[config.mk]
export PLATFORM = sky130hd
export DESIGN_NAME = pr_data_path
export DESIGN_NICKNAME = d
export VERILOG_FILES = /design/src/hdl/pr_pkg.sv /design/src/hdl/bitstream_unpacker.sv /design/src/hdl/pr_config_sink.sv /design/src/hdl/pr_data_path.sv /design/src/hdl/pr_data_stage.sv
export VERILOG_INCLUDE_DIRS = /design/src /design/src/include
export SDC_FILE = /design/constraint.sdc
export NUM_CORES = 1
export LEC_CHECK = 0
export BUFFER_PORTS_ARGS = -buffer_cell sky130_fd_sc_hd__buf_2
export CORE_ASPECT_RATIO = 1.4
export CORE_MARGIN = 4
export CORE_UTILIZATION = 55
export CTS_BUF_LIST = sky130_fd_sc_hd__clkbuf_2 sky130_fd_sc_hd__clkbuf_4 sky130_fd_sc_hd__clkbuf_8
export DETAILED_ROUTE_END_ITERATION = 8
export PLACE_DENSITY = 0.92
export SYNTH_ARGS = -nofsm -noshare
export SYNTH_HDL_FRONTEND = slang
export SYNTH_SLANG_ARGS = --single-unit
[constraint.sdc]
create_clock -name data_clk -period 5.84 [get_ports data_clk]
set_input_delay 0.292 -clock data_clk [delete_from_list [all_inputs] [get_ports data_clk]]
set_output_delay 0.292 -clock data_clk [all_outputs]
set_load 0.005 [all_outputs]
[src/include/pr_cfg.svh]
// width settings for the partial-reconfiguration bitstream data path
// include this wherever the word, symbol, sum or count sizes are needed
// the package builds its shared types from these values
`ifndef PR_CFG_SVH
`define PR_CFG_SVH

// one word as it arrives from the bitstream source
`define PR_WORD_WIDTH 32

// one symbol as it is presented to the reconfiguration port
`define PR_SYMBOL_WIDTH 8

// symbols carried by one source word, least significant byte goes first
`define PR_SYMBOLS_PER_WORD 4

// running sum of delivered symbols, wraps modulo two to this power
`define PR_SUM_WIDTH 16

// symbol counters, wide enough for a full image of about one million symbols
`define PR_COUNT_WIDTH 20

`endif

[src/hdl/pr_pkg.sv]
// shared data types of the partial-reconfiguration data path
// every module imports this package with a wildcard import in its header
// the sizes come from the config header so that both stay in step
`include "pr_cfg.svh"

package pr_pkg;

	// a complete word from the bitstream source
	typedef logic [`PR_WORD_WIDTH-1:0] pr_word_t;

	// one symbol handed from stage to stage and out to the port
	typedef logic [`PR_SYMBOL_WIDTH-1:0] pr_symbol_t;

	// running sum of delivered symbols
	// additions simply wrap at the type width
	typedef logic [`PR_SUM_WIDTH-1:0] pr_sum_t;

	// a number of symbols, used for the image length and delivery count
	typedef logic [`PR_COUNT_WIDTH-1:0] pr_count_t;

endpackage

[src/hdl/bitstream_unpacker.sv]
// producer of the data path
// takes 32-bit words from the bitstream source and hands them on as symbols,
// least significant byte first, using the ready/read strobe pair on both sides
// a word is loaded one cycle before its first symbol shows as ready
`timescale 1ns/1ps
`include "pr_cfg.svh"

module bitstream_unpacker import pr_pkg::*; (
	input  logic       data_clk,
	input  logic       reset,
	input  logic       data_request,
	input  pr_word_t   src_word,
	input  logic       src_ready,
	output logic       src_read,
	output pr_symbol_t sym_data,
	output logic       sym_ready,
	input  logic       sym_read
);

	// enough bits to index every symbol of a word
	localparam int IDX_WIDTH = $clog2(`PR_SYMBOLS_PER_WORD);

	// the word being unpacked, payload only
	pr_word_t word_reg;

	// position of the symbol currently on offer
	logic [IDX_WIDTH-1:0] index;

	// set while word_reg holds symbols that have not been read yet
	logic full;

	// high when the symbol on offer is the last one of the word
	logic last_symbol;

	// the downstream read takes the last symbol in this cycle
	logic last_taken;

	assign last_symbol = (index == IDX_WIDTH'(`PR_SYMBOLS_PER_WORD - 1));
	assign last_taken = sym_read & last_symbol;

	// take a new word when nothing is held or the held word is being emptied,
	// so a back to back word follows its predecessor without a gap
	// outside a session the source is never read
	assign src_read = data_request & src_ready & (~full | last_taken);

	// the symbol on offer is a plain byte select from the held word
	assign sym_data = word_reg[index * `PR_SYMBOL_WIDTH +: `PR_SYMBOL_WIDTH];

	// ready drops at once when the session ends, the flag itself clears on the edge
	assign sym_ready = full & data_request;

	// word storage, loaded only on an accepted source read
	always_ff @(posedge data_clk) begin
		if (src_read) begin
			word_reg <= src_word;
		end
	end

	// fill flag and symbol index
	always_ff @(posedge data_clk) begin
		if (reset || !data_request) begin
			// a partly used word is thrown away when the session ends
			full <= 1'b0;
			index <= '0;
		end else if (src_read) begin
			// a fresh word always starts again at byte 0
			full <= 1'b1;
			index <= '0;
		end else if (sym_read) begin
			if (last_symbol) begin
				// word used up and no replacement was ready
				full <= 1'b0;
				index <= '0;
			end else begin
				index <= index + 1'b1;
			end
		end
	end

	// the source strobe must only ever answer an offered word
	a_src_read_needs_ready: assert property (
		@(posedge data_clk) disable iff (reset)
		src_read |-> src_ready
	);

	// a read from downstream must never pull from an empty unpacker,
	// which would hand out a stale byte of the previous word
	a_sym_read_needs_data: assert property (
		@(posedge data_clk) disable iff (reset)
		sym_read |-> full
	);

endmodule

[src/hdl/pr_config_sink.sv]
// consumer of the data path
// presents symbols from the holding stage to the reconfiguration port and
// follows the port's back-pressure without adding latency
// it keeps a running sum and a count of the symbols delivered in the session
// and raises pr_done for one cycle once image_symbols symbols have gone out
`timescale 1ns/1ps
`include "pr_cfg.svh"

module pr_config_sink import pr_pkg::*; (
	input  logic       data_clk,
	input  logic       reset,
	input  logic       data_request,
	input  pr_count_t  image_symbols,
	input  pr_symbol_t in_data,
	input  logic       in_ready,
	output logic       in_read,
	output pr_symbol_t pr_data,
	output logic       pr_valid,
	input  logic       pr_ready,
	output pr_sum_t    pr_sum,
	output logic       pr_done
);

	// symbols delivered so far in this session
	pr_count_t count;

	// running sum, wraps on overflow
	pr_sum_t sum;

	// set once the image length has been reached in this session
	logic complete;

	// high on each cycle in which a symbol goes to the port
	logic deliver;

	// count including the symbol delivered in this cycle
	pr_count_t count_next;

	// the symbol widened to the sum width
	pr_sum_t sym_ext;

	// port side follows the stage directly, no register in between
	assign pr_data = in_data;
	assign pr_valid = in_ready & data_request;

	// a delivery is also the read strobe back to the stage
	assign deliver = pr_valid & pr_ready;
	assign in_read = deliver;

	assign count_next = count + 1'b1;
	assign sym_ext = {{(`PR_SUM_WIDTH - `PR_SYMBOL_WIDTH){1'b0}}, in_data};

	assign pr_sum = sum;

	// session statistics and completion
	always_ff @(posedge data_clk) begin
		if (reset || !data_request) begin
			count <= '0;
			sum <= '0;
			complete <= 1'b0;
			pr_done <= 1'b0;
		end else begin
			// done is a single cycle pulse by default
			pr_done <= 1'b0;
			if (deliver) begin
				count <= count_next;
				sum <= sum + sym_ext;
				// the complete flag keeps a counter wrap from firing a second time
				if (!complete && (count_next == image_symbols)) begin
					complete <= 1'b1;
					pr_done <= 1'b1;
				end
			end
		end
	end

	// completion is a single cycle pulse
	a_done_single_cycle: assert property (
		@(posedge data_clk) disable iff (reset)
		pr_done |=> !pr_done
	);

	// the port must keep its symbol while it is stalled, and the stage behind
	// the sink is what guarantees that
	a_port_data_stable: assert property (
		@(posedge data_clk) disable iff (reset)
		(pr_valid && !pr_ready) |=> (!data_request || $stable(pr_data))
	);

endmodule

[src/hdl/pr_data_path.sv]
// top level of the partial-reconfiguration bitstream data path
// source words are split into symbols by the unpacker, pass the one-entry
// holding stage and are presented to the reconfiguration port by the sink
// with an empty path and a ready port a word reaches pr_valid two cycles
// after it is read, and after that one symbol per cycle goes out
// data_request frames one session, dropping it empties every stage
`timescale 1ns/1ps
`include "pr_cfg.svh"

module pr_data_path import pr_pkg::*; (
	input  logic       data_clk,
	input  logic       reset,
	input  logic       data_request,
	input  pr_count_t  image_symbols,
	input  pr_word_t   src_word,
	input  logic       src_ready,
	output logic       src_read,
	output pr_symbol_t pr_data,
	output logic       pr_valid,
	input  logic       pr_ready,
	output pr_sum_t    pr_sum,
	output logic       pr_done
);

	// unpacker to holding stage
	pr_symbol_t sym_data;
	logic       sym_ready;
	logic       sym_read;

	// holding stage to sink
	pr_symbol_t stage_data;
	logic       stage_ready;
	logic       stage_read;

	bitstream_unpacker u_unpacker (
		.data_clk     (data_clk),
		.reset        (reset),
		.data_request (data_request),
		.src_word     (src_word),
		.src_ready    (src_ready),
		.src_read     (src_read),
		.sym_data     (sym_data),
		.sym_ready    (sym_ready),
		.sym_read     (sym_read)
	);

	// the single cycle of buffering in the path lives here
	pr_data_stage u_stage (
		.data_clk       (data_clk),
		.reset          (reset),
		.data_request   (data_request),
		.data_in        (sym_data),
		.data_in_ready  (sym_ready),
		.data_in_read   (sym_read),
		.data_out       (stage_data),
		.data_out_ready (stage_ready),
		.data_out_read  (stage_read)
	);

	pr_config_sink u_sink (
		.data_clk      (data_clk),
		.reset         (reset),
		.data_request  (data_request),
		.image_symbols (image_symbols),
		.in_data       (stage_data),
		.in_ready      (stage_ready),
		.in_read       (stage_read),
		.pr_data       (pr_data),
		.pr_valid      (pr_valid),
		.pr_ready      (pr_ready),
		.pr_sum        (pr_sum),
		.pr_done       (pr_done)
	);

endmodule

[src/hdl/pr_data_stage.sv]
// one-entry holding stage between the unpacker and the configuration sink
// a symbol read from the input on one edge is offered on the output after it
// input is taken whenever the stage is empty or its output is read in the same
// cycle, so a steady stream passes at one symbol per cycle
`timescale 1ns/1ps
`include "pr_cfg.svh"

module pr_data_stage import pr_pkg::*; (
	input  logic       data_clk,
	input  logic       reset,
	input  logic       data_request,
	input  pr_symbol_t data_in,
	input  logic       data_in_ready,
	output logic       data_in_read,
	output pr_symbol_t data_out,
	output logic       data_out_ready,
	input  logic       data_out_read
);

	// read upstream when there is room now or room is being made this cycle
	assign data_in_read = data_request & data_in_ready & (~data_out_ready | data_out_read);

	// the holding register is only written on an accepted input read
	always_ff @(posedge data_clk) begin
		if (data_in_read) begin
			data_out <= data_in;
		end
	end

	// ready flag of the held symbol
	always_ff @(posedge data_clk) begin
		if (reset || !data_request) begin
			data_out_ready <= 1'b0;
		end else if (data_out_ready) begin
			// within a session the flag only goes down when the held symbol
			// leaves and nothing replaces it
			if (data_out_read && !data_in_ready) begin
				data_out_ready <= 1'b0;
			end
		end else if (data_in_ready) begin
			// empty stage takes the offered symbol
			data_out_ready <= 1'b1;
		end
	end

	// once the session has ended the stage must not offer anything
	a_no_ready_outside_session: assert property (
		@(posedge data_clk) disable iff (reset)
		!data_request |=> !data_out_ready
	);

endmodule

* Word-level counts from Yosys, hierarchy flattened *
Index checks and enable logic that the tools add are counted.

operators by class
  add/subtract/negate cells = 3
  equality and inequality tests = 2
  shifts and indexed selects = 1
  muxes and demuxes = 8
  bitwise logic cells = 13
  reductions and logical operators = 12

operator list
  operator               number
  $shiftx 32x6->8        1
  $add 20x1->20 const B  1
  $eq 20x20->1           1
  $add 16x8->16          1
  $and 1x1->1            8
  $mux 1                 7
  $reduce_and 2->1       2
  $reduce_bool 2->1      2
  $reduce_or 2->1        2
  $logic_not 1->1        3
  $not 1->1              3
  $add 2x1->2 const B    1
  $eq 2x2->1 const B     1
  $logic_and 1x1->1      2
  $mux 2                 1
  $or 1x1->1             2
  $logic_or 1x1->1       1

word-level totals
  register bits = 82
  input port bits = 57
  output and inout port bits = 27
  word-level logic and storage cells = 48

* Logic depth before layout (Yosys ltp) *
  depth after elaboration = 9
  gate-level depth with buffers = 9
  gate-level depth less buffers = 9

* Hierarchy *
Synthesis repeated with hierarchy kept, for this count alone.

second synthesis, totals
  cell total of the unflattened synthesis = 421
  area, all modules = 4357.9 um2

modules (own cells, without submodules)
  module              instances  cells an instance  area an instance (um2)  seq. area each (um2)
  pr_config_sink      1          349                2713.9                  760.7
  bitstream_unpacker  1          58                 1348.8                  1021.0
  pr_data_stage       1          14                 295.3                   260.2

* Worst setup path before layout *
Ideal clock, no wire load.

  kind = register to register
  from = reg u_sink.count[0]
  to = reg u_sink.complete
  setup time = 0.084 ns
  data arrival time = 2.232 ns
  data required time = 5.756 ns
  slack = 3.524 ns
  stages on the path, launching flop included = 8
  path buffers = 0
  clock period less this slack = 2.316 ns
  path through = dfxtp_1 ha_1 nand3_1 or2_2 o211ai_1 a31oi_1 or4b_2 o31ai_2

between the ends
  longest elaborated chain between the ends = 4

RTL lines
  what                               line                  source
  start: declaration                 pr_config_sink.sv:25  pr_count_t count;
  start signal: assignment           pr_config_sink.sv:66  count <= count_next;
  $add 20x1->20                      pr_config_sink.sv:50  assign count_next = count + 1'b1;
  $eq 20x20->1                       pr_config_sink.sv:69  if (!complete && (count_next == image_symbols)) begin
  $logic_and 1x1->1                  pr_config_sink.sv:69
  $reduce_and 2->1 (no source line)  n/a
  end signal: assignment             pr_config_sink.sv:60  complete <= 1'b0;
  end signal: assignment             pr_config_sink.sv:70  complete <= 1'b1;
  end: declaration                   pr_config_sink.sv:31  logic complete;

No other way between the ends.
A chain may end at the register's enable or synchronous reset.

* Worst setup path after layout *
  from = reg u_unpacker.index[0]
  to = out src_read

between the ends
  longest elaborated chain between the ends = 4

RTL lines
  what                      line                      source
  start: declaration        bitstream_unpacker.sv:27  logic [IDX_WIDTH-1:0] index;
  start signal: assignment  bitstream_unpacker.sv:75  index <= index + 1'b1;
  $eq 2x2->1                bitstream_unpacker.sv:38  assign last_symbol = (index == IDX_WIDTH'(`PR_SYMBOLS_PER_WORD - 1));
  $and 1x1->1               bitstream_unpacker.sv:39  assign last_taken = sym_read & last_symbol;
  $or 1x1->1                bitstream_unpacker.sv:44  assign src_read = data_request & src_ready & (~full | last_taken);
  $and 1x1->1               bitstream_unpacker.sv:44
  end: declaration          pr_data_path.sv:17        output logic src_read,

No other way between the ends.

==> results.yml <==
power_and_ir_drop:
  vdd_ir_drop_max_mv: 0.216
  total_power_w: 0.00106
  p_per_area_mw_per_mm2: 220
  leakage_nw: 1.75
route:
  firstDrtPassIters: 5
  drc_errors: 0
  post_drt_wl_per_cell_um: 15.8
  wl_um: 9170
  drt-initial-drc-count: 166
  ant_nets: 0
  avgViaCountPerCell: 5.67
  vias: 3302
synthesis:
  yosysUniqueCellTypes: 47
  synth.most_common_cell: "nand2_1"
  synth_area_per_cell_um2: 10.3
  synth_fp_nets: 471
  async_reset_ff_share_pct: 0
  synth_edf_count: 40
  synth_top_cell_by_area: "edfxtp_1"
  netlist_instances: 403
  ys.flop_type: "dfxtp_1"
  seq_area_frac_synth_pct: 49.2
  ys_top_cells_by_area: "edfxtp_1 29%, dfxtp_1 20%, xnor2_1 5.9%, mux4_2 4.3%, nand2_1 3.9%"
  netlist.area_leader.share_pct: 29.0
  ys_ff_latch: 82
  synthTopCellsByCount: "43 x nand2_1, 42 x dfxtp_1, 40 x edfxtp_1"
  yosysWarningCount: 0
  syn_area_mm2: 0.00415
worst_setup_path:
  crit_arrival_ns: 2.42
  path_delay_family: "flip-flops"
  critPathLaunchType: "register"
  critPathRequiredTime_ns: 5.55
  worst-r2r-setup-slack_ns: 3.26
  crit_path_top_delay_cell: "dfxtp_1"
  cp-end-kind: "output port"
  r2r-end: "u_sink.pr_done$_SDFF_PP0_"
  path_buf_inv: 3
  rr_startpoint: "u_sink.count[0]$_SDFFE_PP0P_"
  reg2reg_depth: 7
  path_cells: "ha_1 > inv_1 > o21ai_0 > and3_1 > buf_4 > buf_2"
  cp_max_fo: 33
  path_class: "reg2out"
  max_stage_delay_ns: 0.73
min_path:
  hp-start: "src_word[2]"
  hold_end: "u_unpacker.word_reg[2]$_DFFE_PP_"
  min_path_type: "in2reg"
  hold_depth: 1
clock_tree:
  clk_pin_slew_ns: 0.09
  holdBufCountCts: 0
  cts_tree: "built"
  postCtsSetupBuffers: 0
  cts_resized: 0
  cts_buffers: 9
  clockBufferDepth: 2
  cts-root-buf: "clkbuf_8"
  cts.htree.levels: 3
  cts.sinks: 82
  worstSkewPairLatency_ns: 0.36
layout:
  syn_to_final_growth_pct: 15.7
  seqCellArea_mm2: 0.00204
  antenna_cells: 0
  largest_reg_flops: 32
  nFillCells: 587
  post-route-util_pct: 65.2
  final_nets: 548
  drive_gt1_share_pct: 24.9
  final_area_mm2: 0.00480
  multi_input_area_mm2: 0.00197
die:
  start_util_pct: 56.3
  die_y_um: 111
  core_mm2: 0.00736
  std_cell_rows: 37
  die_w_um: 81.4
  die_area_mm2: 0.00901
  pin_count: 84
sta:
  tns_ns: 0
  maxSlewHeadroom_pct: 25.9
  worst_slew_pin_slew_ns: 1.11
  setup_viol: 0
  hold_viol_final: 0
  min_period_ns: 2.72
  fin_skew_ns: 0.00979
  rsz0062_at_grt: "false"
  max_clock_freq_mhz: 368
  slew_viol_final: 0
  post-route-period-util_pct: 46.5
global_routing:
  grt_max_degree: 34
  grt_overflow_total: 0
  grt_use_total_pct: 21.6
  grt_pass1_vias: 3359
  antenna_found_initial: 0
  grt_first_pass_wirelength_um: 15100
placement:
  placed_area_mm2: 0.00462
  io_buffers: 83
  place.gp.congestion: 0.934
  dp_hpwl_um: 6940
run_status:
  run_status: "finished clean"
run:
  maxCapViolCount: 0
-- worst reg2reg max path: stages (launching register included) --
cell and delay [ns]:
dfxtp_1 0.44, ha_1 0.33, nand3_1 0.20, or2_2 0.35, o211ai_1 0.17, a31oi_1 0.11
or4b_2 0.68, nor3_1 0.23
-- cells in the final DEF (no fill, tap or decap), types with 8 or more instances in the layout --
cell type	netlist	layout
buf_2	6	83
nand2_1	43	43
dfxtp_1	42	42
edfxtp_1	40	40
nor2_1	32	32
xnor2_1	28	28
a21oi_1	23	23
xor2_1	16	16
inv_1	14	14
o21ai_0	14	14
nor3_1	14	14
nand3_1	14	14
ha_1	10	10
nand4_1	9	9
clkbuf_8	0	9
mux4_2	8	8
mux2i_1	8	8
or3_1	8	8
-- cell type report --
type                       instances  share of cell area [%]
clock buffer                      10                    2.74
clock inverter                     6                    1.07
inverter                          14                    1.10
multi-input combinational        288                    41.0
sequential                        82                    42.6
tap                               97                    2.53
timing repair buffer              85                    8.97
-- stage by stage --
step	setup slack [ns]	std cells	hold WS [ns]
after floorplan	3.52	403	0.391
after global placement	3.41	566	0.457
after detailed placement	3.32	566	0.458
after CTS	3.08	582	0.0875
after global routing	2.84	582	0.0866
final	3.12	582	0.104
-- per-layer routing --
layer	global-route usage [%]	routed length, um	vias to the layer above
met1	23.4	3360	1553
met3	6.50	761	21
met2	37.3	4810	124
li1	-	-	1604
met5	0	0	-
met4	9.92	240	0
-- power by group --
group | switching [W] | internal [W]
registers | 0.00000406 | 0.000615
logic | 0.0000315 | 0.0000305
clock network | 0.000212 | 0.000164
-- cell families (layout without fill, tap and decap cells) --
kind of cell	Yosys count	count (layout)	share of synthesized area [%]
adder cells (fa/ha/maj)	11	11	3.50
XOR/XNOR	44	44	9.29
AND/OR/NAND/NOR	153	153	18.9
buffers and inverters	33	115	3.26
multiplexers	17	17	6.55
flip-flops	82	82	49.2
AO/OA/AOI/OAI	63	63	9.20
-- how the worst max path moves through the flow --
stage,end,start,depth (start not counted)
2_1_floorplan,u_sink.complete$_SDFFE_PP0P_,u_sink.count[0]$_SDFFE_PP0P_,7
3_3_place_gp,u_sink.complete$_SDFFE_PP0P_,u_sink.count[0]$_SDFFE_PP0P_,7
3_5_place_dp,u_sink.complete$_SDFFE_PP0P_,u_sink.count[0]$_SDFFE_PP0P_,7
4_1_cts,src_read,u_unpacker.index[0]$_SDFFE_PP0P_,6
5_1_grt,src_read,u_unpacker.index[0]$_SDFFE_PP0P_,6
6_report,src_read,u_unpacker.index[0]$_SDFFE_PP0P_,6
Note: power is estimated with default switching activity, not from simulation.
